<file path="src/source/dsi3_params.svh">
// Widths, FIFO depth and register map of the DSI3 receiver
// FIFO depth must be a power of two; register offsets are byte addresses
`ifndef DSI3_PARAMS_SVH
`define DSI3_PARAMS_SVH

`define DSI3_DATA_WIDTH 16
`define DSI3_ECC_WIDTH 6
`define DSI3_SYMBOL_WIDTH 4
`define DSI3_COUNT_WIDTH 9
`define DSI3_FIFO_DEPTH 8
`define DSI3_TIMEOUT_WIDTH 16

`define DSI3_AXIL_ADDR_WIDTH 8
`define DSI3_AXIL_DATA_WIDTH 32
`define DSI3_ADDR_CTRL 8'h00
`define DSI3_ADDR_TIMEOUT 8'h04
`define DSI3_ADDR_STATUS 8'h08
`define DSI3_ADDR_DATA 8'h0C
`define DSI3_ADDR_INFO 8'h10

`endif

</file>
<file path="src/source/dsi3_pkg.sv">
// Shared types of the DSI3 receive path
// Widths come from the parameter header
`default_nettype none

`include "dsi3_params.svh"

package dsi3_pkg;

	typedef logic [`DSI3_SYMBOL_WIDTH-1:0] symbol_t;
	typedef logic [`DSI3_DATA_WIDTH-1:0] data_t;
	typedef logic [`DSI3_ECC_WIDTH-1:0] ecc_t;
	typedef logic [`DSI3_COUNT_WIDTH-1:0] symbol_count_t;
	typedef logic [`DSI3_TIMEOUT_WIDTH-1:0] timeout_t;

	// Receive control FSM
	typedef enum logic [1:0] {RX_IDLE, RX_PENDING, RX_DONE} rx_state_t;

endpackage

`default_nettype wire

</file>
<file path="src/source/dsi3_word_if.sv">
// One finished word with its check bits and response position
// valid is a single-cycle strobe with no back-pressure
`timescale 1ns/1ps
`default_nettype none

interface dsi3_word_if;
	import dsi3_pkg::*;

	logic valid;
	data_t data;
	ecc_t ecc;
	symbol_count_t symbol_count;
	logic overflow;

	modport source (output valid, data, ecc, symbol_count, overflow);
	modport sink (input valid, data, ecc, symbol_count, overflow);

endinterface

`default_nettype wire

</file>
<file path="src/source/ecc_encoder.sv">
// SEC-DED check bits for one data word, purely combinational
// Data bit 0 sits at codeword position 3, then upward past 4, 8 and 16
// o_ecc[4:0] are the Hamming bits at positions 1,2,4,8,16, o_ecc[5] overall parity
`timescale 1ns/1ps
`default_nettype none

`include "dsi3_params.svh"

module ecc_encoder (
	input wire dsi3_pkg::data_t i_data,
	output dsi3_pkg::ecc_t o_ecc
);

	localparam int HAMMING_BITS = `DSI3_ECC_WIDTH - 1;
	localparam int CODE_WIDTH = `DSI3_DATA_WIDTH + HAMMING_BITS;

	logic [CODE_WIDTH:1] code;
	logic [HAMMING_BITS-1:0] hamming;

	always_comb begin
		int d;
		d = 0;
		code = '0;
		hamming = '0;
		// Data fills every position that is not a power of two
		for (int pos = 1; pos <= CODE_WIDTH; pos++) begin
			if ((pos & (pos - 1)) != 0) begin
				code[pos] = i_data[d];
				d++;
			end
		end
		for (int pos = 1; pos <= CODE_WIDTH; pos++) begin
			for (int k = 0; k < HAMMING_BITS; k++) begin
				if (((pos >> k) & 1) != 0) begin
					hamming[k] = hamming[k] ^ code[pos];
				end
			end
		end
	end

	assign o_ecc = {(^i_data) ^ (^hamming), hamming};

endmodule

`default_nettype wire

</file>
<file path="src/source/dsi3_receive_control.sv">
// Response FSM and symbol gap timer
// i_timeout must be nonzero, a zero limit ends a response at once
`timescale 1ns/1ps
`default_nettype none

module dsi3_receive_control (
	input wire clk_rst,
	input wire i_rst_n,
	input wire i_enable,
	input wire i_start,
	input wire dsi3_pkg::timeout_t i_timeout,
	input wire i_symbol_valid,
	input wire i_stop_receiving,
	output logic o_started_tick,
	output logic o_time_out,
	output logic o_rec_pending,
	output logic o_busy
);
	import dsi3_pkg::*;

	rx_state_t state, state_next;
	timeout_t gap_cnt;

	always_comb begin
		state_next = state;
		case (state)
			RX_IDLE: if (i_start && i_enable) state_next = RX_PENDING;
			RX_PENDING: if (i_stop_receiving || !i_enable) state_next = RX_DONE;
			default: state_next = RX_IDLE;
		endcase
	end

	always_ff @(posedge clk_rst) begin
		if (!i_rst_n) begin
			state <= RX_IDLE;
			o_started_tick <= 1'b0;
			gap_cnt <= '0;
		end else begin
			state <= state_next;
			o_started_tick <= (state == RX_IDLE) && (state_next == RX_PENDING);
			// Reload on every symbol, hold at the limit
			if ((state != RX_PENDING) || i_symbol_valid)
				gap_cnt <= '0;
			else if (gap_cnt < i_timeout)
				gap_cnt <= gap_cnt + timeout_t'(1);
		end
	end

	assign o_time_out = (state == RX_PENDING) && (gap_cnt >= i_timeout);
	assign o_rec_pending = (state == RX_PENDING);
	assign o_busy = (state != RX_IDLE);

	a_tick_on_start: assert property (@(posedge clk_rst) disable iff (!i_rst_n)
		o_started_tick |-> (state == RX_PENDING) && ($past(state) == RX_IDLE));

endmodule

`default_nettype wire

</file>
<file path="src/source/dsi3_receive_data_collect.sv">
// Packs symbols into words, MSB nibble first, and adds check bits
// Only words ending at symbol 4..256 are stored; the end pulse follows the last strobe
// The symbol count is cleared only by the start tick or by disable
`timescale 1ns/1ps
`default_nettype none

module dsi3_receive_data_collect (
	input wire clk_rst,
	input wire i_rst_n,
	input wire i_symbol_ready,
	input wire dsi3_pkg::symbol_t i_symbol,
	input wire i_response_finished,
	input wire i_receiving_started_tick,
	input wire i_enable_receiver,
	input wire i_receive_time_out,
	input wire i_rec_pending,
	output logic o_stop_receiving,
	output logic o_response_done,
	output dsi3_pkg::symbol_count_t o_last_count,
	output logic o_last_overflow,
	dsi3_word_if.source o_word
);
	import dsi3_pkg::*;

	localparam symbol_count_t MIN_WORD_COUNT = symbol_count_t'(4);
	localparam symbol_count_t MAX_WORD_COUNT = symbol_count_t'(256);
	localparam symbol_count_t OVERFLOW_LIMIT = symbol_count_t'(255);

	symbol_count_t count, count_next;
	data_t word, word_next, word_sel;
	ecc_t ecc_sel;
	logic response_end, word_full, word_partial, store;

	always_comb begin
		word_next = word;
		case (count[1:0])
			2'd0: word_next = {i_symbol, 12'h000};
			2'd1: word_next[11:8] = i_symbol;
			2'd2: word_next[7:4] = i_symbol;
			default: word_next[3:0] = i_symbol;
		endcase
	end

	// Saturating symbol counter
	always_comb begin
		count_next = count;
		if (i_symbol_ready && (count != '1))
			count_next = count + symbol_count_t'(1);
		if (i_receiving_started_tick || !i_enable_receiver)
			count_next = '0;
	end

	assign response_end = i_response_finished || (i_receive_time_out && i_rec_pending);
	assign o_stop_receiving = response_end;

	assign word_full = i_symbol_ready && (count[1:0] == 2'd3);
	// Leftover nibbles at the end of a response
	assign word_partial = response_end && (count[1:0] != 2'd0) && !word_full;
	assign store = (word_full || word_partial)
		&& (count_next >= MIN_WORD_COUNT) && (count_next <= MAX_WORD_COUNT);
	assign word_sel = word_full ? word_next : word;

	ecc_encoder ecc_encoder_i (
		.i_data (word_sel),
		.o_ecc  (ecc_sel)
	);

	always_ff @(posedge clk_rst) begin
		if (!i_rst_n) begin
			count <= '0;
			o_word.valid <= 1'b0;
			o_response_done <= 1'b0;
			o_last_count <= '0;
			o_last_overflow <= 1'b0;
		end else begin
			count <= count_next;
			o_word.valid <= store;
			o_response_done <= response_end;
			if (response_end) begin
				o_last_count <= count;
				o_last_overflow <= (count > OVERFLOW_LIMIT);
			end
		end
	end

	always_ff @(posedge clk_rst) begin
		if (i_symbol_ready)
			word <= word_next;
		if (store) begin
			o_word.data <= word_sel;
			o_word.ecc <= ecc_sel;
			o_word.symbol_count <= count_next;
			o_word.overflow <= (count_next > OVERFLOW_LIMIT);
		end
	end

	a_word_count: assert property (@(posedge clk_rst) disable iff (!i_rst_n)
		o_word.valid |-> (count >= MIN_WORD_COUNT));

endmodule

`default_nettype wire

</file>
<file path="src/source/dsi3_rx_fifo.sv">
// Word FIFO, head entry shown combinationally
// A write while full is lost and sets o_dropped until i_clear_drop
`timescale 1ns/1ps
`default_nettype none

`include "dsi3_params.svh"

module dsi3_rx_fifo (
	input wire clk_rst,
	input wire i_rst_n,
	dsi3_word_if.sink i_word,
	input wire i_pop,
	input wire i_clear_drop,
	output dsi3_pkg::data_t o_data,
	output dsi3_pkg::ecc_t o_ecc,
	output dsi3_pkg::symbol_count_t o_count,
	output logic o_overflow,
	output logic o_empty,
	output logic [$clog2(`DSI3_FIFO_DEPTH):0] o_level,
	output logic o_dropped
);
	import dsi3_pkg::*;

	localparam int PTR_WIDTH = $clog2(`DSI3_FIFO_DEPTH);
	typedef logic [PTR_WIDTH-1:0] ptr_t;
	typedef logic [PTR_WIDTH:0] level_t;

	data_t mem_data [`DSI3_FIFO_DEPTH];
	ecc_t mem_ecc [`DSI3_FIFO_DEPTH];
	symbol_count_t mem_count [`DSI3_FIFO_DEPTH];
	logic mem_overflow [`DSI3_FIFO_DEPTH];
	ptr_t wr_ptr, rd_ptr;
	logic full, push, pop;

	assign full = (o_level == level_t'(`DSI3_FIFO_DEPTH));
	assign o_empty = (o_level == '0);
	assign push = i_word.valid && !full;
	assign pop = i_pop && !o_empty;

	always_ff @(posedge clk_rst) begin
		if (!i_rst_n) begin
			wr_ptr <= '0;
			rd_ptr <= '0;
			o_level <= '0;
			o_dropped <= 1'b0;
		end else begin
			if (push)
				wr_ptr <= wr_ptr + ptr_t'(1);
			if (pop)
				rd_ptr <= rd_ptr + ptr_t'(1);
			if (push && !pop)
				o_level <= o_level + level_t'(1);
			else if (pop && !push)
				o_level <= o_level - level_t'(1);
			if (i_word.valid && full)
				o_dropped <= 1'b1;
			else if (i_clear_drop)
				o_dropped <= 1'b0;
		end
	end

	always_ff @(posedge clk_rst) begin
		if (push) begin
			mem_data[wr_ptr] <= i_word.data;
			mem_ecc[wr_ptr] <= i_word.ecc;
			mem_count[wr_ptr] <= i_word.symbol_count;
			mem_overflow[wr_ptr] <= i_word.overflow;
		end
	end

	assign o_data = mem_data[rd_ptr];
	assign o_ecc = mem_ecc[rd_ptr];
	assign o_count = mem_count[rd_ptr];
	assign o_overflow = mem_overflow[rd_ptr];

	a_no_pop_empty: assert property (@(posedge clk_rst) disable iff (!i_rst_n)
		i_pop |-> !o_empty);

endmodule

`default_nettype wire

</file>
<file path="src/source/dsi3_axil_regs.sv">
// AXI4-Lite register slave, one outstanding read and one outstanding write
// Reading DATA pops the FIFO; reading it while empty returns zero
// STATUS bit 7 is sticky and cleared by a STATUS read
`timescale 1ns/1ps
`default_nettype none

`include "dsi3_params.svh"

module dsi3_axil_regs (
	input wire clk_rst,
	input wire i_rst_n,
	input wire [`DSI3_AXIL_ADDR_WIDTH-1:0] i_axil_awaddr,
	input wire i_axil_awvalid,
	output logic o_axil_awready,
	input wire [`DSI3_AXIL_DATA_WIDTH-1:0] i_axil_wdata,
	input wire [`DSI3_AXIL_DATA_WIDTH/8-1:0] i_axil_wstrb,
	input wire i_axil_wvalid,
	output logic o_axil_wready,
	output logic [1:0] o_axil_bresp,
	output logic o_axil_bvalid,
	input wire i_axil_bready,
	input wire [`DSI3_AXIL_ADDR_WIDTH-1:0] i_axil_araddr,
	input wire i_axil_arvalid,
	output logic o_axil_arready,
	output logic [`DSI3_AXIL_DATA_WIDTH-1:0] o_axil_rdata,
	output logic [1:0] o_axil_rresp,
	output logic o_axil_rvalid,
	input wire i_axil_rready,
	input wire dsi3_pkg::data_t i_rd_data,
	input wire dsi3_pkg::ecc_t i_rd_ecc,
	input wire dsi3_pkg::symbol_count_t i_rd_count,
	input wire i_rd_overflow,
	input wire i_empty,
	input wire [$clog2(`DSI3_FIFO_DEPTH):0] i_level,
	input wire i_dropped,
	input wire dsi3_pkg::symbol_count_t i_last_count,
	input wire i_last_overflow,
	input wire i_response_done,
	input wire i_busy,
	output logic o_enable,
	output logic o_start,
	output dsi3_pkg::timeout_t o_timeout,
	output logic o_pop,
	output logic o_clear_drop
);
	import dsi3_pkg::*;

	localparam int STRB_WIDTH = `DSI3_AXIL_DATA_WIDTH / 8;
	localparam timeout_t TIMEOUT_RESET = timeout_t'(1000);
	typedef logic [`DSI3_AXIL_ADDR_WIDTH-1:0] addr_t;
	typedef logic [`DSI3_AXIL_DATA_WIDTH-1:0] bus_word_t;

	logic ready_en, aw_held, w_held, aw_hs, w_hs, ar_hs, do_write, resp_done_sticky;
	addr_t aw_addr, wr_addr;
	bus_word_t w_data, wr_data, rd_mux;
	logic [STRB_WIDTH-1:0] w_strb, wr_strb;

	// Readies stay low for the first cycle out of reset
	assign o_axil_awready = ready_en && !aw_held && !o_axil_bvalid;
	assign o_axil_wready = ready_en && !w_held && !o_axil_bvalid;
	assign o_axil_arready = ready_en && !o_axil_rvalid;
	assign aw_hs = i_axil_awvalid && o_axil_awready;
	assign w_hs = i_axil_wvalid && o_axil_wready;
	assign ar_hs = i_axil_arvalid && o_axil_arready;
	assign do_write = (aw_held || aw_hs) && (w_held || w_hs);
	assign wr_addr = aw_held ? aw_addr : i_axil_awaddr;
	assign wr_data = w_held ? w_data : i_axil_wdata;
	assign wr_strb = w_held ? w_strb : i_axil_wstrb;
	assign o_axil_bresp = 2'b00;
	assign o_axil_rresp = 2'b00;
	assign o_pop = ar_hs && (i_axil_araddr == `DSI3_ADDR_DATA) && !i_empty;

	always_ff @(posedge clk_rst) begin
		if (!i_rst_n) begin
			ready_en <= 1'b0;
			aw_held <= 1'b0;
			w_held <= 1'b0;
			o_axil_bvalid <= 1'b0;
			o_axil_rvalid <= 1'b0;
			resp_done_sticky <= 1'b0;
		end else begin
			ready_en <= 1'b1;
			if (do_write) begin
				aw_held <= 1'b0;
				w_held <= 1'b0;
				o_axil_bvalid <= 1'b1;
			end else begin
				if (aw_hs)
					aw_held <= 1'b1;
				if (w_hs)
					w_held <= 1'b1;
				if (o_axil_bvalid && i_axil_bready)
					o_axil_bvalid <= 1'b0;
			end
			if (ar_hs)
				o_axil_rvalid <= 1'b1;
			else if (i_axil_rready)
				o_axil_rvalid <= 1'b0;
			if (i_response_done)
				resp_done_sticky <= 1'b1;
			else if (ar_hs && (i_axil_araddr == `DSI3_ADDR_STATUS))
				resp_done_sticky <= 1'b0;
		end
	end

	always_ff @(posedge clk_rst) begin
		if (aw_hs)
			aw_addr <= i_axil_awaddr;
		if (w_hs) begin
			w_data <= i_axil_wdata;
			w_strb <= i_axil_wstrb;
		end
		if (ar_hs)
			o_axil_rdata <= rd_mux;
	end

	// Start and drop clear are single-cycle pulses
	always_ff @(posedge clk_rst) begin
		if (!i_rst_n) begin
			o_enable <= 1'b0;
			o_start <= 1'b0;
			o_clear_drop <= 1'b0;
			o_timeout <= TIMEOUT_RESET;
		end else begin
			o_start <= 1'b0;
			o_clear_drop <= 1'b0;
			if (do_write && (wr_addr == `DSI3_ADDR_CTRL) && wr_strb[0]) begin
				o_enable <= wr_data[0];
				o_start <= wr_data[1];
				o_clear_drop <= wr_data[2];
			end
			if (do_write && (wr_addr == `DSI3_ADDR_TIMEOUT)) begin
				for (int b = 0; b < `DSI3_TIMEOUT_WIDTH / 8; b++) begin
					if (wr_strb[b])
						o_timeout[b*8 +: 8] <= wr_data[b*8 +: 8];
				end
			end
		end
	end

	always_comb begin
		rd_mux = '0;
		case (i_axil_araddr)
			`DSI3_ADDR_CTRL: rd_mux[0] = o_enable;
			`DSI3_ADDR_TIMEOUT: rd_mux[`DSI3_TIMEOUT_WIDTH-1:0] = o_timeout;
			`DSI3_ADDR_STATUS: begin
				rd_mux[0] = i_empty;
				rd_mux[4:1] = i_level;
				rd_mux[5] = i_dropped;
				rd_mux[6] = i_busy;
				rd_mux[7] = resp_done_sticky;
				rd_mux[24:16] = i_last_count;
				rd_mux[25] = i_last_overflow;
			end
			`DSI3_ADDR_DATA: begin
				if (!i_empty) begin
					rd_mux[15:0] = i_rd_data;
					rd_mux[21:16] = i_rd_ecc;
				end
			end
			// Head entry, no pop
			`DSI3_ADDR_INFO: begin
				rd_mux[8:0] = i_rd_count;
				rd_mux[9] = i_rd_overflow;
			end
			default: rd_mux = '0;
		endcase
	end

	a_rvalid_hold: assert property (@(posedge clk_rst) disable iff (!i_rst_n)
		o_axil_rvalid && !i_axil_rready |=> o_axil_rvalid && $stable(o_axil_rdata));

endmodule

`default_nettype wire

</file>
<file path="src/source/dsi3_receiver_top.sv">
// DSI3 receive path with AXI4-Lite register access
// Symbols are never stalled; words are lost once the FIFO is full
`timescale 1ns/1ps
`default_nettype none

`include "dsi3_params.svh"

module dsi3_receiver_top (
	input wire clk_rst,
	input wire i_rst_n,
	input wire i_symbol_valid,
	input wire dsi3_pkg::symbol_t i_symbol,
	input wire i_response_end,
	input wire [`DSI3_AXIL_ADDR_WIDTH-1:0] s_axil_awaddr,
	input wire s_axil_awvalid,
	output logic s_axil_awready,
	input wire [`DSI3_AXIL_DATA_WIDTH-1:0] s_axil_wdata,
	input wire [`DSI3_AXIL_DATA_WIDTH/8-1:0] s_axil_wstrb,
	input wire s_axil_wvalid,
	output logic s_axil_wready,
	output logic [1:0] s_axil_bresp,
	output logic s_axil_bvalid,
	input wire s_axil_bready,
	input wire [`DSI3_AXIL_ADDR_WIDTH-1:0] s_axil_araddr,
	input wire s_axil_arvalid,
	output logic s_axil_arready,
	output logic [`DSI3_AXIL_DATA_WIDTH-1:0] s_axil_rdata,
	output logic [1:0] s_axil_rresp,
	output logic s_axil_rvalid,
	input wire s_axil_rready
);
	import dsi3_pkg::*;

	logic started_tick, time_out, rec_pending, enable, start, busy, stop_receiving;
	logic rd_overflow, empty, dropped, pop, clear_drop, last_overflow, response_done;
	data_t rd_data;
	ecc_t rd_ecc;
	symbol_count_t rd_count, last_count;
	timeout_t timeout;
	logic [$clog2(`DSI3_FIFO_DEPTH):0] level;

	dsi3_word_if word_if ();

	dsi3_receive_control dsi3_receive_control_i (
		.clk_rst (clk_rst), .i_rst_n (i_rst_n),
		.i_enable (enable), .i_start (start), .i_timeout (timeout),
		.i_symbol_valid (i_symbol_valid), .i_stop_receiving (stop_receiving),
		.o_started_tick (started_tick), .o_time_out (time_out),
		.o_rec_pending (rec_pending), .o_busy (busy)
	);

	dsi3_receive_data_collect dsi3_receive_data_collect_i (
		.clk_rst (clk_rst), .i_rst_n (i_rst_n),
		.i_symbol_ready (i_symbol_valid), .i_symbol (i_symbol),
		.i_response_finished (i_response_end), .i_receiving_started_tick (started_tick),
		.i_enable_receiver (enable), .i_receive_time_out (time_out),
		.i_rec_pending (rec_pending), .o_stop_receiving (stop_receiving),
		.o_response_done (response_done), .o_last_count (last_count),
		.o_last_overflow (last_overflow), .o_word (word_if.source)
	);

	dsi3_rx_fifo dsi3_rx_fifo_i (
		.clk_rst (clk_rst), .i_rst_n (i_rst_n), .i_word (word_if.sink),
		.i_pop (pop), .i_clear_drop (clear_drop),
		.o_data (rd_data), .o_ecc (rd_ecc), .o_count (rd_count), .o_overflow (rd_overflow),
		.o_empty (empty), .o_level (level), .o_dropped (dropped)
	);

	dsi3_axil_regs dsi3_axil_regs_i (
		.clk_rst (clk_rst), .i_rst_n (i_rst_n),
		.i_axil_awaddr (s_axil_awaddr), .i_axil_awvalid (s_axil_awvalid),
		.o_axil_awready (s_axil_awready),
		.i_axil_wdata (s_axil_wdata), .i_axil_wstrb (s_axil_wstrb),
		.i_axil_wvalid (s_axil_wvalid), .o_axil_wready (s_axil_wready),
		.o_axil_bresp (s_axil_bresp), .o_axil_bvalid (s_axil_bvalid),
		.i_axil_bready (s_axil_bready),
		.i_axil_araddr (s_axil_araddr), .i_axil_arvalid (s_axil_arvalid),
		.o_axil_arready (s_axil_arready),
		.o_axil_rdata (s_axil_rdata), .o_axil_rresp (s_axil_rresp),
		.o_axil_rvalid (s_axil_rvalid), .i_axil_rready (s_axil_rready),
		.i_rd_data (rd_data), .i_rd_ecc (rd_ecc), .i_rd_count (rd_count),
		.i_rd_overflow (rd_overflow), .i_empty (empty), .i_level (level),
		.i_dropped (dropped), .i_last_count (last_count), .i_last_overflow (last_overflow),
		.i_response_done (response_done), .i_busy (busy),
		.o_enable (enable), .o_start (start), .o_timeout (timeout),
		.o_pop (pop), .o_clear_drop (clear_drop)
	);

endmodule

`default_nettype wire

</file>
<file path="config.mk">
export PLATFORM = sky130hd
export DESIGN_NAME = dsi3_receiver_top
export DESIGN_NICKNAME = d
export VERILOG_FILES = /design/src/source/dsi3_pkg.sv /design/src/source/dsi3_word_if.sv /design/src/source/ecc_encoder.sv /design/src/source/dsi3_receive_control.sv /design/src/source/dsi3_receive_data_collect.sv /design/src/source/dsi3_rx_fifo.sv /design/src/source/dsi3_axil_regs.sv /design/src/source/dsi3_receiver_top.sv
export VERILOG_INCLUDE_DIRS = /design/src /design/src/source
export SDC_FILE = /design/constraint.sdc
export NUM_CORES = 1
export LEC_CHECK = 0
export CORE_MARGIN = 10
export CORE_UTILIZATION = 60
export CTS_CLUSTER_SIZE = 12
export DETAILED_ROUTE_END_ITERATION = 16
export DONT_BUFFER_PORTS = 1
export PLACE_DENSITY_LB_ADDON = 0.05
export SETUP_SLACK_MARGIN = 0.2
export SYNTH_ARGS = -nofsm -noshare
export SYNTH_HDL_FRONTEND = slang
export SYNTH_SLANG_ARGS = --single-unit
export TNS_END_PERCENT = 100
</file>
<file path="constraint.sdc">
create_clock -name clk_rst -period 14.2 [get_ports clk_rst]
set_input_delay 1.42 -clock clk_rst [delete_from_list [all_inputs] [get_ports clk_rst]]
set_output_delay 1.42 -clock clk_rst [all_outputs]
set_load 0.03 [all_outputs]
</file>
== Yosys cells after proc, flatten, opt, wreduce, memory -nomap -nowiden ==
Memories as Yosys holds them, arrays and structs flattened. A register that Yosys moved wholly into a read port is not among the register bits.
Cells that the tools add are included.

* Bits of input ports: 65
* Memory bits (writable): 256
* Register bits after elaboration: 176
* Logic and storage cells: 207
* Memories kept: 4
* Output and inout port bits: 41

* Eq/ne operators: 13
* $lt $le $gt $ge: 6
* Reductions and logical operators: 68
* Multiplexer cells: 40
* Add/sub/neg operators: 6
* Bitwise gates (word level): 37

{| class="wikitable"
|+ Memory list
! memory !! words !! bits a word !! read ports !! clocked after Yosys merged registers in !! write ports !! line !! source
|-
| dsi3_rx_fifo_i.mem_data || 8 || 16 || 1 || 1 || 1 || dsi3_rx_fifo.sv:28 || <nowiki>data_t mem_data [`DSI3_FIFO_DEPTH];</nowiki>
|-
| dsi3_rx_fifo_i.mem_count || 8 || 9 || 1 || 1 || 1 || dsi3_rx_fifo.sv:30 || <nowiki>symbol_count_t mem_count [`DSI3_FIFO_DEPTH];</nowiki>
|-
| dsi3_rx_fifo_i.mem_ecc || 8 || 6 || 1 || 1 || 1 || dsi3_rx_fifo.sv:29 || <nowiki>ecc_t mem_ecc [`DSI3_FIFO_DEPTH];</nowiki>
|-
| dsi3_rx_fifo_i.mem_overflow || 8 || 1 || 1 || 1 || 1 || dsi3_rx_fifo.sv:31 || <nowiki>logic mem_overflow [`DSI3_FIFO_DEPTH];</nowiki>
|}

{| class="wikitable"
|+ Operators by type and width
! operator !! number
|-
| $xor A1 B1 Y1 || 36
|-
| $mux W16 || 2
|-
| $logic_and A1 B1 Y1 || 31
|-
| $pmux W7 S4 || 1
|-
| $mux W3 || 8
|-
| $pmux W4 S2 || 3
|-
| $pmux W6 S2 || 2
|-
| $mux W22 || 1
|-
| $gt A9 B8 Y1 const B || 2
|-
| $mux W9 || 2
|-
| $add A16 B1 Y16 const B || 1
|-
| $eq A8 B3 Y1 const B || 2
|-
| $eq A8 B4 Y1 const B || 2
|-
| $ge A16 B16 Y1 || 1
|-
| $logic_not A8 Y1 || 2
|-
| $lt A16 B16 Y1 || 1
|-
| $reduce_xor A16 Y1 || 1
|-
| $reduce_bool A2 Y1 || 7
|-
| $mux W4 || 3
|-
| $mux W1 || 11
|-
| $logic_not A1 Y1 || 10
|-
| $add A9 B1 Y9 const B || 1
|-
| $ge A9 B3 Y1 const B || 1
|-
| $le A9 B9 Y1 const B || 1
|-
| 21 further kinds || 38
|}

== Depth between registers and ports, before layout ==
Gate-level depths: netlist of the first run.

* Depth in word-level cells: 15
* Mapped depth: 13
* Depth with buffers taken out: 13

== By module ==
A second synthesis of the first run with hierarchy kept.

* Cell total of the unflattened synthesis: 1,168
* Area total of the unflattened synthesis: 18,592.8 um^2

{| class="wikitable"
|+ Modules (own cells, without submodules)
! module !! area an instance (um^2) !! cells each !! times used !! seq. area each (um^2)
|-
| dsi3_rx_fifo || 10,314.9 || 447 || 1 || 7,967.6
|-
| dsi3_axil_regs || 3,432.0 || 270 || 1 || 2,062.0
|-
| dsi3_receive_data_collect || 3,027.9 || 245 || 1 || 1,861.8
|-
| dsi3_receive_control || 1,515.2 || 177 || 1 || 380.4
|-
| ecc_encoder || 302.8 || 29 || 1 || 0.0
|}

== Least setup slack after synthesis of the first run ==
Ideal clock, no wire load.

* Kind: reg-to-reg
* From: register dsi3_rx_fifo_i.o_level[0]
* To: memory dsi3_rx_fifo_i.mem_count[2][0] (netlist bit), enable pin
* Library setup time: 513 ps
* Period minus slack after synthesis: 4,564 ps
* Buffers on the path: 0
* Stages on the path, launching flop included: 5
* Arrival time: 4,051 ps
* Required time: 13,687 ps
* Setup slack: 9,636 ps
* Path through: dfxtp_1 nor3_1 nand2_1 nand2_1 nor4b_1

* Longest elaborated chain between the ends: 5

{| class="wikitable"
|+ Ends and longest elaborated chain
! what !! line !! source
|-
| start, declared || dsi3_rx_fifo.sv:19 || <nowiki>output logic [$clog2(`DSI3_FIFO_DEPTH):0] o_level,</nowiki>
|-
| start signal, assigned || dsi3_rx_fifo.sv:52 || <nowiki>o_level <= o_level + level_t'(1);</nowiki>
|-
| start signal, assigned || dsi3_rx_fifo.sv:54 || <nowiki>o_level <= o_level - level_t'(1);</nowiki>
|-
| $eq A4 B4 Y1 || dsi3_rx_fifo.sv:35 || <nowiki>assign full = (o_level == level_t'(`DSI3_FIFO_DEPTH));</nowiki>
|-
| $logic_not A1 Y1 || dsi3_rx_fifo.sv:37 || <nowiki>assign push = i_word.valid && !full;</nowiki>
|-
| $logic_and A1 B1 Y1 || dsi3_rx_fifo.sv:37 ||
|-
| $mux W1 || dsi3_rx_fifo.sv:63 || <nowiki>if (push) begin</nowiki>
|-
| $mux W1 (implied by the code) || dsi3_rx_fifo.sv:66 || <nowiki>mem_count[wr_ptr] <= i_word.symbol_count;</nowiki>
|-
| end, declared || dsi3_rx_fifo.sv:30 ||
|}

No other way between the ends.

== Final worst setup path of the first run ==
* From: input s_axil_araddr[1]
* To: register dsi3_rx_fifo_i.o_level[3]

* Longest elaborated chain between the ends: 7
* Elaborated cells on any way between the ends: 9
* Those cells by class: eq/ne (1); mux (1); reduce/logical (7)

{| class="wikitable"
|+ Ends and longest elaborated chain
! what !! line !! source
|-
| start, declared || dsi3_receiver_top.sv:24 || <nowiki>input wire [`DSI3_AXIL_ADDR_WIDTH-1:0] s_axil_araddr,</nowiki>
|-
| $eq A8 B4 Y1 (no line) (*) || n/a ||
|-
| $logic_and A1 B1 Y1 (*) (2 in series) || dsi3_axil_regs.sv:71 || <nowiki>assign o_pop = ar_hs && (i_axil_araddr == `DSI3_ADDR_DATA) && !i_empty;</nowiki>
|-
| $logic_and A1 B1 Y1 (*) || dsi3_rx_fifo.sv:38 || <nowiki>assign pop = i_pop && !o_empty;</nowiki>
|-
| $logic_not A1 Y1 || dsi3_rx_fifo.sv:51 || <nowiki>if (push && !pop)</nowiki>
|-
| $logic_and A1 B1 Y1 || dsi3_rx_fifo.sv:51 ||
|-
| $mux W4 / $reduce_bool A2 Y1 (equally long branches) || n/a ||
|}

Mark *: on every way between the ends. The rest lies on a longest branch, timed or not.
A chain may end at the register's enable or synchronous reset.

==> results of run 1 <==
kinds of logic after synthesis:
kind of cell,after synthesis
xor gates and xnor gates,47
other,1
adders and majority gates,30
muxes,133
and+or+nand+nor,238
DFF,435
AOI/OAI and AO/OA,144
buffers and inverters,96
power by group through the flow:
stage / clock, mW / combinational, mW / sequential, mW
5_1_grt: 1.24 / 0.0548 / 1.39
2_1_floorplan: 0 / 0.0476 / 1.41
6_report: 1.16 / 0.0507 / 1.39
4_1_cts: 1.18 / 0.0511 / 1.39
3_3_place_gp: 0 / 0.0506 / 1.41
3_5_place_dp: 0 / 0.0511 / 1.41
sequential cells by signal, indices dropped and copies added, names as in the netlist, 16 cells and up, named ones only:
register                                 count
dsi3_receive_data_collect_i.word            16
dsi3_rx_fifo_i.mem_ecc                      48
dsi3_axil_regs_i.o_timeout                  16
dsi3_axil_regs_i.w_data                     16
dsi3_receive_control_i.gap_cnt              16
dsi3_rx_fifo_i.mem_count                    72
dsi3_rx_fifo_i.mem_data                    128
dsi3_axil_regs_i.o_axil_rdata               26
dsi3_receive_data_collect_i.o_word.data     16
through the flow:
step	cell area, sq um	worst slack, ns	total power [mW]
3_5_place_dp	18420	9.700	1.466
3_3_place_gp	18420	9.772	1.465
6_report	19900	10.27	2.603
2_1_floorplan	18060	9.636	1.461
4_1_cts	19900	10.25	2.623
5_1_grt	19900	10.02	2.680
placed cells by master, fill, tap and decap left out, types with 8 or more instances in the layout:
master,count
a22o_1,13
nand3_1,8
o21ai_0,33
nand2b_1,12
or3_1,12
xnor2_1,26
buf_4,17
inv_1,35
nor2b_1,12
clkbuf_1,21
mux4_2,64
a21oi_1,22
dfxtp_1,76
nand2_1,75
xor2_1,15
edfxtp_1,356
o211a_1,9
ha_1,29
conb_1,10
mux2i_1,58
nor2_1,42
and2_1,24
clkbuf_16,49
mux2_2,9
o22ai_1,9
o211ai_1,12
layer usage:
layer	routed length, um	global-route usage (%)	up-vias
met5	0	0	-
met4	609	4.578	0
met3	2195	3.008	44
met2	17820	30.90	273
met1	16730	28.19	4847
li1	-	-	4326
final cells by class:
class                   count  area, sq um
inverters                  35        131.4
clock buffers              76         1388
repair buffers             17        127.6
well taps                 390        488.0
multi-input cells         602         5390
flip-flops and latches    435        12280
fillers                  2079         9738
clock inverters             9        97.59
critical path: stages:
cell      delay, ns
or4_1          0.56
nor3_2         0.33
nand4_1        0.23
nor2_1         0.27
inv_1          0.10
ha_1           0.23
inv_1          0.11
ha_1           0.24
a21o_1         0.17
a21oi_1        0.17
xnor2_1        0.09
or3_1          0.29
a21boi_0       0.17
path summary, 6_finish.rpt:
path / startpoint / end / cells past startpoint
max: s_axil_araddr[1] / dsi3_rx_fifo_i.o_level[3]$_SDFFE_PN0P_ / 13
min: dsi3_receive_data_collect_i.o_last_count[7]$_SDFFE_PN0P_ / dsi3_receive_data_collect_i.o_last_count[7]$_SDFFE_PN0P_ / 2
max reg2reg: dsi3_receive_data_collect_i.count[0]$_SDFF_PN0_ / dsi3_receive_data_collect_i.o_word.overflow$_DFFE_PP_ / 10
min reg2reg: dsi3_receive_data_collect_i.o_last_count[7]$_SDFFE_PN0P_ / dsi3_receive_data_collect_i.o_last_count[7]$_SDFFE_PN0P_ / 2
==> metrics.cfg, run 1 <==
[routing]
drc = 0
dr.first_iter.drc_count = 735
vias_per_cell = 6.068
dr.pass1.iters = 5
ant_nets = 0
avgRoutedWirePerCell_um = 23.89
num_vias = 9490
routed_wl_um = 37360

[run_status]
outcome = finished clean

[clock_network]
clockBufferDepth = 3
postCtsSetupRepairBufs = 0
cts.repair.resized = 0
hold_buffers = 0
cts.sinks = 435
h-tree-depth = 2
clkTransAtPathRegs_ns = 0.06
cts-root-buf = clkbuf_16
tritoncts = done
clock_latency_ns = 0.55
cts_buffers = 46

[pwr]
seqPwrFrac_pct = 53.3
p_sw_uw = 504.5
comb_power_share_pct = 1.9
p_leak_nw = 6.650
power.internal_mw = 2.099
switching_share_pct = 19.38
irDropWorstVdd_mv = 0.09492
pwr-share-clk_pct = 44.7
power_density_mw_per_mm2 = 130.8

[setup_path]
endpoint_kind = flip-flop
cp-start-kind = input port
cp_max_fo = 4
worstPathArrival_ns = 4.38
rrSetupSlack_ns = 10.52
worst-setup-path-type = in2reg
cp_data_required_time_ns = 14.66

[die]
dieHeight_um = 193.3
coreArea_sq_mm = 0.02964
pin_count = 106
rows = 63
die_w_um = 193.3
start_util_pct = 60.81
dieArea_sq_mm = 0.03737

[synthesis]
yosysTopAreaCellShare_pct = 59.32
ys_ff_latch = 435
ys_types = 73
synthFlopType = edfxtp_1
synthMuxAreaShare_pct = 11.94
yosysMostFrequentCell = edfxtp_1
synth_enable_flop_cells = 356
synth-compound-area-share_pct = 5.887
synth_top_area_cell = edfxtp_1
yosys.area_share.xor_xnor_pct = 2.576
synth_cells = 1124
synthAdderAreaFrac_pct = 2.124
syn_avg_cell_area_sq_um = 16.03
synth_top_family_by_area = multiplexers
netlist_top_cells_count = 356 x edfxtp_1, 79 x dfxtp_1, 75 x nand2_1, 64 x mux4_2, 58 x mux2i_1
ys_top_cells_by_area = edfxtp_1 59%, dfxtp_1 8.8%, mux4_2 8.0%
async_flop_share_pct = 0
yosysWarnings = 0
synth_simple_gate_area_share_pct = 6.880
synth_seq_area_share_pct = 68.09
syn_area_sq_mm = 0.01802

[sta]
slew_headroom_pct = 31.65
setup_viol_count_final = 0
setup_tns_ns = 0
finalHoldViolCount = 0
fin_skew_ns = 0.02476
timing.fmax_ghz = 0.2546
post-route-min-period_ns = 3.927
period_share_pct = 27.66
drv_slew = 0
rsz0062_at_grt = no
worst_pin_slew_ns = 1.023
whs_ns = 0.4586

[global_routing]
first_global_vias = 9571
grt_first_pass_wirelength_um = 57660
grt_max_degree = 69
gr-total-overflow = 0
grtUsageTotal_pct = 19.58
grt_antenna_before_repair = 0

[placement]
numPortBuffers = 0
hpwl_um = 23340
placed_cells = 1479
gp_congestion = 0.8343

[flow_run]
maxCapViolations = 0

[final_layout]
n_antenna_cell = 0
area_delta_synth_final_pct = 10.42
instances_no_fill = 1564
fin_util_pct = 67.14
drive_above_1_share_pct = 16.70
layout.nets = 1232

[min_path]
holdCritPathClass = reg2reg

No activity file was read; power rests on OpenSTA's default activity.
==> run 2, diff against run 1 <==
- CORE_UTILIZATION: 60 -> 57
- clock period: 14.2 -> 3.45 ns (I/O delays scaled with it)
==> run 2 against run 1 <==
Compared with the run above:
- flip-flop and latch count is the same
- combinational power grew to 5.1 times the previous value
- routed wire length grew 2.0%
- critical path type is now reg2reg
- register-to-register slack got worse by 10 ns
- power grew to 4.0 times the previous value
- die area rose by 4.7%
- critical path depth decreased by 3
- sequential share of layout area down 1.1 points
- clock skew shrank 0.010 ns
- global-route usage is 0.053 points lower
- via count increased by 0.95%
==> metrics.cfg, run 2 (synthesis gave the netlist of run 1 again) <==
[run_status]
outcome = finished clean

[clock_network]
cts_buffers = 45
postCtsSetupRepairBufs = 0
cts.repair.resized = 0
hold_buffers = 31
h-tree-depth = 2
cts.sinks = 435
clock_latency_ns = 0.54
clkTransAtPathRegs_ns = 0.06
clockBufferDepth = 3
tritoncts = done
cts-root-buf = clkbuf_16

[setup_path]
worst-setup-path-type = reg2reg
endpoint_kind = flip-flop
cp-start-kind = flip-flop
rrSetupSlack_ns = 0.43
worstPathArrival_ns = 3.25
cp_max_fo = 9
cp_data_required_time_ns = 3.68

[placement]
placed_cells = 1505
numPortBuffers = 0
place_area_sq_mm = 0.01862
gp_congestion = 0.7807
hpwl_um = 23670
place_ws_ns = 0.2377

[sta]
setup_ws_ns = 0.4289
drv_slew = 0
fin_skew_ns = 0.01427
period_share_pct = 87.57
finalHoldViolCount = 0
post-route-min-period_ns = 3.021
setup_viol_count_final = 0
worst_pin_slew_ns = 1.074
rsz0062_at_grt = no
timing.fmax_ghz = 0.3310
setup_tns_ns = 0
whs_ns = 0.01851
slew_headroom_pct = 28.22

[die]
dieHeight_um = 197.8
coreArea_sq_mm = 0.03139
start_util_pct = 57.41
rows = 65
dieArea_sq_mm = 0.03913
pin_count = 106
die_w_um = 197.8

[global_routing]
gr-total-overflow = 0
first_global_vias = 9533
grtUsageTotal_pct = 19.53
grt_first_pass_wirelength_um = 58260
grt_antenna_before_repair = 0
grt_max_degree = 68

[final_layout]
regMostFlops = dsi3_rx_fifo_i.mem_data
layout_common_cells = 356 x edfxtp_1, 75 x nand2_1, 75 x dfxtp_1
finalInstanceArea_sq_mm = 0.02028
largest_reg_flops = 128
final_common_cell = edfxtp_1
fin_util_pct = 64.60
n_antenna_cell = 0
reg.largest.list = dsi3_rx_fifo_i.mem_data x128, dsi3_rx_fifo_i.mem_count x72, dsi3_rx_fifo_i.mem_ecc x48
area_delta_synth_final_pct = 12.52
layout.nets = 1276
instances_no_fill = 1615
drive_above_1_share_pct = 16.90

[pwr]
p_leak_nw = 6.776
power.total_mw = 10.35
irDropWorstVdd_mv = 0.3037
power_density_mw_per_mm2 = 510.4

[routing]
dr.first_iter.drc_count = 574
drc = 0
num_vias = 9580
vias_per_cell = 5.932
avgRoutedWirePerCell_um = 23.58
dr.pass1.iters = 5
ant_nets = 0
routed_wl_um = 38090

[flow_run]
maxCapViolations = 0

[min_path]
holdCritPathClass = in2reg

## run 2: changes by cell type in the layout (fill, tap and decap cells not counted), sizes merged
cell / change
dlygate4sd3: +30
buf: +15
clkbuf: -10
clkinv: +5
bufinv: -2
clkinvlp: +1
## run 2: worst paths after layout
check	end	from	depth (start not counted)
setup reg to reg	dsi3_receive_data_collect_i.o_word.symbol_count[6]$_DFFE_PP_	dsi3_receive_data_collect_i.count[1]$_SDFF_PN0_	10
setup / recovery	dsi3_receive_data_collect_i.o_word.symbol_count[6]$_DFFE_PP_	dsi3_receive_data_collect_i.count[1]$_SDFF_PN0_	10
hold reg to reg	dsi3_receive_data_collect_i.o_last_count[8]$_SDFFE_PN0P_	dsi3_receive_data_collect_i.o_last_count[8]$_SDFFE_PN0P_	2
hold / removal	dsi3_receive_data_collect_i.word[7]$_DFFE_PP_	i_symbol[3]	1
## run 2: layer usage
metal / share of wire (%) / GRT usage (%) / wire length [um] / vias to the layer above
met5: 0 / 0 / 0 / -
met4: 1.3 / 4.385 / 494 / 0
met3: 6.4 / 3.480 / 2425 / 44
met2: 47 / 30.67 / 17880 / 282
met1: 45 / 28.01 / 17280 / 4837
li1: - / - / - / 4417
## run 2: critical path: stages, from the launching register on
cell and delay, ns:
dfxtp_1 0.40, ha_1 0.23, and3_1 0.18, ha_1 0.20, nand4b_2 0.27, or4_1 0.45, a21oi_2 0.20, nor4_2 0.09
mux2_4 0.32, a21oi_4 0.15, buf_4 0.21
## run 2: where the power goes
| part | total [mW] | leakage, nW | switching, mW | internal (mW) |
|---|---|---|---|---|
| combinational | 0.258 | 2.23 | 0.147 | 0.110 |
| clock | 4.38 | 0.643 | 1.85 | 2.53 |
| sequential | 5.71 | 3.90 | 0.0458 | 5.67 |
| total | 10.4 | 6.78 | 2.04 | 8.31 |
## run 2: final cells by class
cell class | instances | area (sq um)
clock buffer | 66 | 1267
clock inverter | 13 | 61.31
fill | 2239 | 11110
inverter | 35 | 131.4
multi-input combinational | 602 | 5450
sequential | 435 | 12280
tap | 402 | 503.0
timing repair buffer | 62 | 585.6
==> run 3, diff against run 2 <==
- SYNTH_HIERARCHICAL: default -> 1
==> run 3 against run 2 <==
Compared with the run above:
- core utilization increased by 0.46 points
- power increased by 1.5%
- fmax is 2.3% lower
- worst setup slack lost 0.070 ns
- largest cell class unchanged
- clock-buffer cell count unchanged
==> metrics.cfg, run 3 <==
[run_status]
outcome = finished clean

[clock_network]
clockBufferDepth = 3
clkTransAtPathRegs_ns = 0.06
cts-root-buf = clkbuf_16
h-tree-depth = 2
cts_buffers = 46
clock_latency_ns = 0.55
cts.sinks = 435
tritoncts = done

[placement]
gp_congestion = 0.8412
hpwl_um = 26580
placed_cells = 1600
numPortBuffers = 0

[synthesis]
synth_top_area_cell = edfxtp_1
yosysWarnings = 6
synth-compound-area-share_pct = 5.175
synthMuxAreaShare_pct = 13.40
synthAdderAreaFrac_pct = 1.992
yosys.area_share.xor_xnor_pct = 2.241
synth_top_family_by_area = multiplexers
syn_avg_cell_area_sq_um = 15.92
netlist_top_cells_count = 356 x edfxtp_1, 79 x dfxtp_1, 76 x nand2_1, 64 x mux4_2, 63 x mux2_2
synthFlopType = edfxtp_1
yosysMostFrequentCell = edfxtp_1
synth_seq_area_share_pct = 66.00
ys_top_cells_by_area = edfxtp_1 57%, dfxtp_1 8.5%, mux4_2 7.8%
synth_enable_flop_cells = 356
synth_cells = 1168
synth_simple_gate_area_share_pct = 8.466
ys_types = 86
yosysTopAreaCellShare_pct = 57.50
syn_area_sq_mm = 0.01859
async_flop_share_pct = 0
ys_ff_latch = 435

[final_layout]
drive_above_1_share_pct = 22.13
layout_common_cells = 356 x edfxtp_1, 76 x nand2_1, 76 x dfxtp_1
regMostFlops = dsi3_rx_fifo_i/mem_data
nFillCells = 2327
instances_no_fill = 1722
layout.nets = 1341
reg.largest.list = dsi3_rx_fifo_i/mem_data x128, dsi3_rx_fifo_i/mem_count x72, dsi3_rx_fifo_i/mem_ecc x48
largest_reg_flops = 128
final_common_cell = edfxtp_1
area_delta_synth_final_pct = 13.26

[sta]
timing.fmax_ghz = 0.3235
rsz0062_at_grt = no
whs_ns = 0.04093
worst_pin_slew_ns = 0.9787
post-route-min-period_ns = 3.091
slew_headroom_pct = 34.51
drv_slew = 0
fin_skew_ns = 0.01551
period_share_pct = 89.60
setup_tns_ns = 0
setup_viol_count_final = 0
finalHoldViolCount = 0

[pwr]
power.total_mw = 10.51
irDropWorstVdd_mv = 0.3985
p_leak_nw = 7.163
power_density_mw_per_mm2 = 499.0

[setup_path]
rrSetupSlack_ns = 0.36
cpLargestDelayFamily = simple AND/OR/NAND/NOR gates
crit_slowest_cell = or4_1
worstReg2RegEnd = dsi3_receive_data_collect_i/o_word.data[4]$_DFFE_PP_
worstPathArrival_ns = 3.34
worst-setup-path-type = reg2reg
cp-start-kind = flip-flop
reg2regPathDepth = 10
r2r_start = dsi3_axil_regs_i/o_timeout[15]$_SDFFE_PN0P_
cp_data_required_time_ns = 3.70
path_cells = inv_1, ha_1, nand4_2, or4_1, a21boi_2, a21oi_1, o21ai_0, o311a_1, and2_4, buf_12
cp_max_fo = 21
path_buf_inv = 2
max_stage_delay_ns = 0.60
endpoint_kind = flip-flop

[routing]
ant_nets = 0
dr.pass1.iters = 6
num_vias = 10070
drc = 0
routed_wl_um = 40840
dr.first_iter.drc_count = 773
avgRoutedWirePerCell_um = 23.72
vias_per_cell = 5.847

[global_routing]
first_global_vias = 10150
grt_antenna_before_repair = 1
grt_max_degree = 55
grt_first_pass_wirelength_um = 62580
grtUsageTotal_pct = 20.05
gr-total-overflow = 0

[die]
dieArea_sq_mm = 0.04024
rows = 66
dieHeight_um = 200.6
coreArea_sq_mm = 0.03237
die_w_um = 200.6
pin_count = 106
start_util_pct = 57.44

[min_path]
min_from = i_symbol[3]
whs_path_depth = 1
holdCritPathClass = in2reg
hold_end = dsi3_receive_data_collect_i/word[15]$_DFFE_PP_

[flow_run]
maxCapViolations = 0

run 3: cell type report:
type	instances	area (sq um)	area share [%]
Timing Repair Buffer	86	803.3	3.814
Sequential cell	435	12280	58.30
Tap cell	442	553.0	2.626
Antenna cell	1	2.502	0.01188
Clock inverter	14	101.3	0.4813
Inverter	34	127.6	0.6060
Clock buffer	66	1257	5.971
Multi-Input combinational cell	644	5936	28.19
run 3: through the flow:
| stage | utilization (%) | instance area [sq um] | setup WS [ns] |
|---|---|---|---|
| 6_report | 65.05 | 21060 | 0.3587 |
| 5_1_grt | 65.05 | 21060 | 0.2219 |
| 4_1_cts | 64.86 | 21000 | 0.2022 |
| 3_5_place_dp | 59.52 | 19270 | 0.1897 |
| 3_3_place_gp | 59.52 | 19270 | 0.3264 |
| 2_1_floorplan | - | 18640 | 0.2813 |
run 3: worst max-delay path by stage:
stage	startpoint	endpoint	slack, ns	cells after the start
final	dsi3_axil_regs_i/o_timeout[15]$_SDFFE_PN0P_	dsi3_receive_data_collect_i/o_word.data[4]$_DFFE_PP_	0.36	10
after floorplan	dsi3_receive_data_collect_i/count[1]$_SDFF_PN0_	dsi3_receive_data_collect_i/o_word.ecc[5]$_DFFE_PP_	0.28	10
after global placement	dsi3_receive_data_collect_i/count[0]$_SDFF_PN0_	dsi3_receive_data_collect_i/o_word.ecc[5]$_DFFE_PP_	0.33	9
after detailed placement	dsi3_axil_regs_i/o_timeout[15]$_SDFFE_PN0P_	dsi3_receive_data_collect_i/o_word.data[9]$_DFFE_PP_	0.19	12
after CTS	dsi3_axil_regs_i/o_timeout[15]$_SDFFE_PN0P_	dsi3_receive_data_collect_i/o_word.data[9]$_DFFE_PP_	0.20	12
after global routing	dsi3_receive_data_collect_i/count[0]$_SDFF_PN0_	dsi3_receive_data_collect_i/o_word.data[4]$_DFFE_PP_	0.22	11
run 3: cell families after synthesis:
group,after synthesis
DFF,435
and+or+nand+nor,280
muxes,161
AOI/OAI and AO/OA,122
buffers and inverters,98
xor gates and xnor gates,42
adders and majority gates,29
other,1
run 3: timing repair:
| action | in CTS | in global routing |
|---|---|---|
| gates resized for setup | 0 | 5 |
| setup endpoints to repair | 0 | 41 |
| hold buffers | 35 | 0 |
| setup buffers | 0 | 6 |
| endpoints found under the hold margin | 114 | 0 |
run 3: per-layer routing:
metal	vias up	share of wire, %	global-route usage (%)
li1	4649	-	-
met1	5094	44	27.11
met2	269	49	32.55
met3	56	5.2	3.308
met4	0	2.6	6.762
met5	-	0	0
run 3: where the power goes:
part,internal (mW),switching [mW]
registers,5.67,0.0420
clock network,2.60,1.90
logic,0.137,0.163
total,8.40,2.11
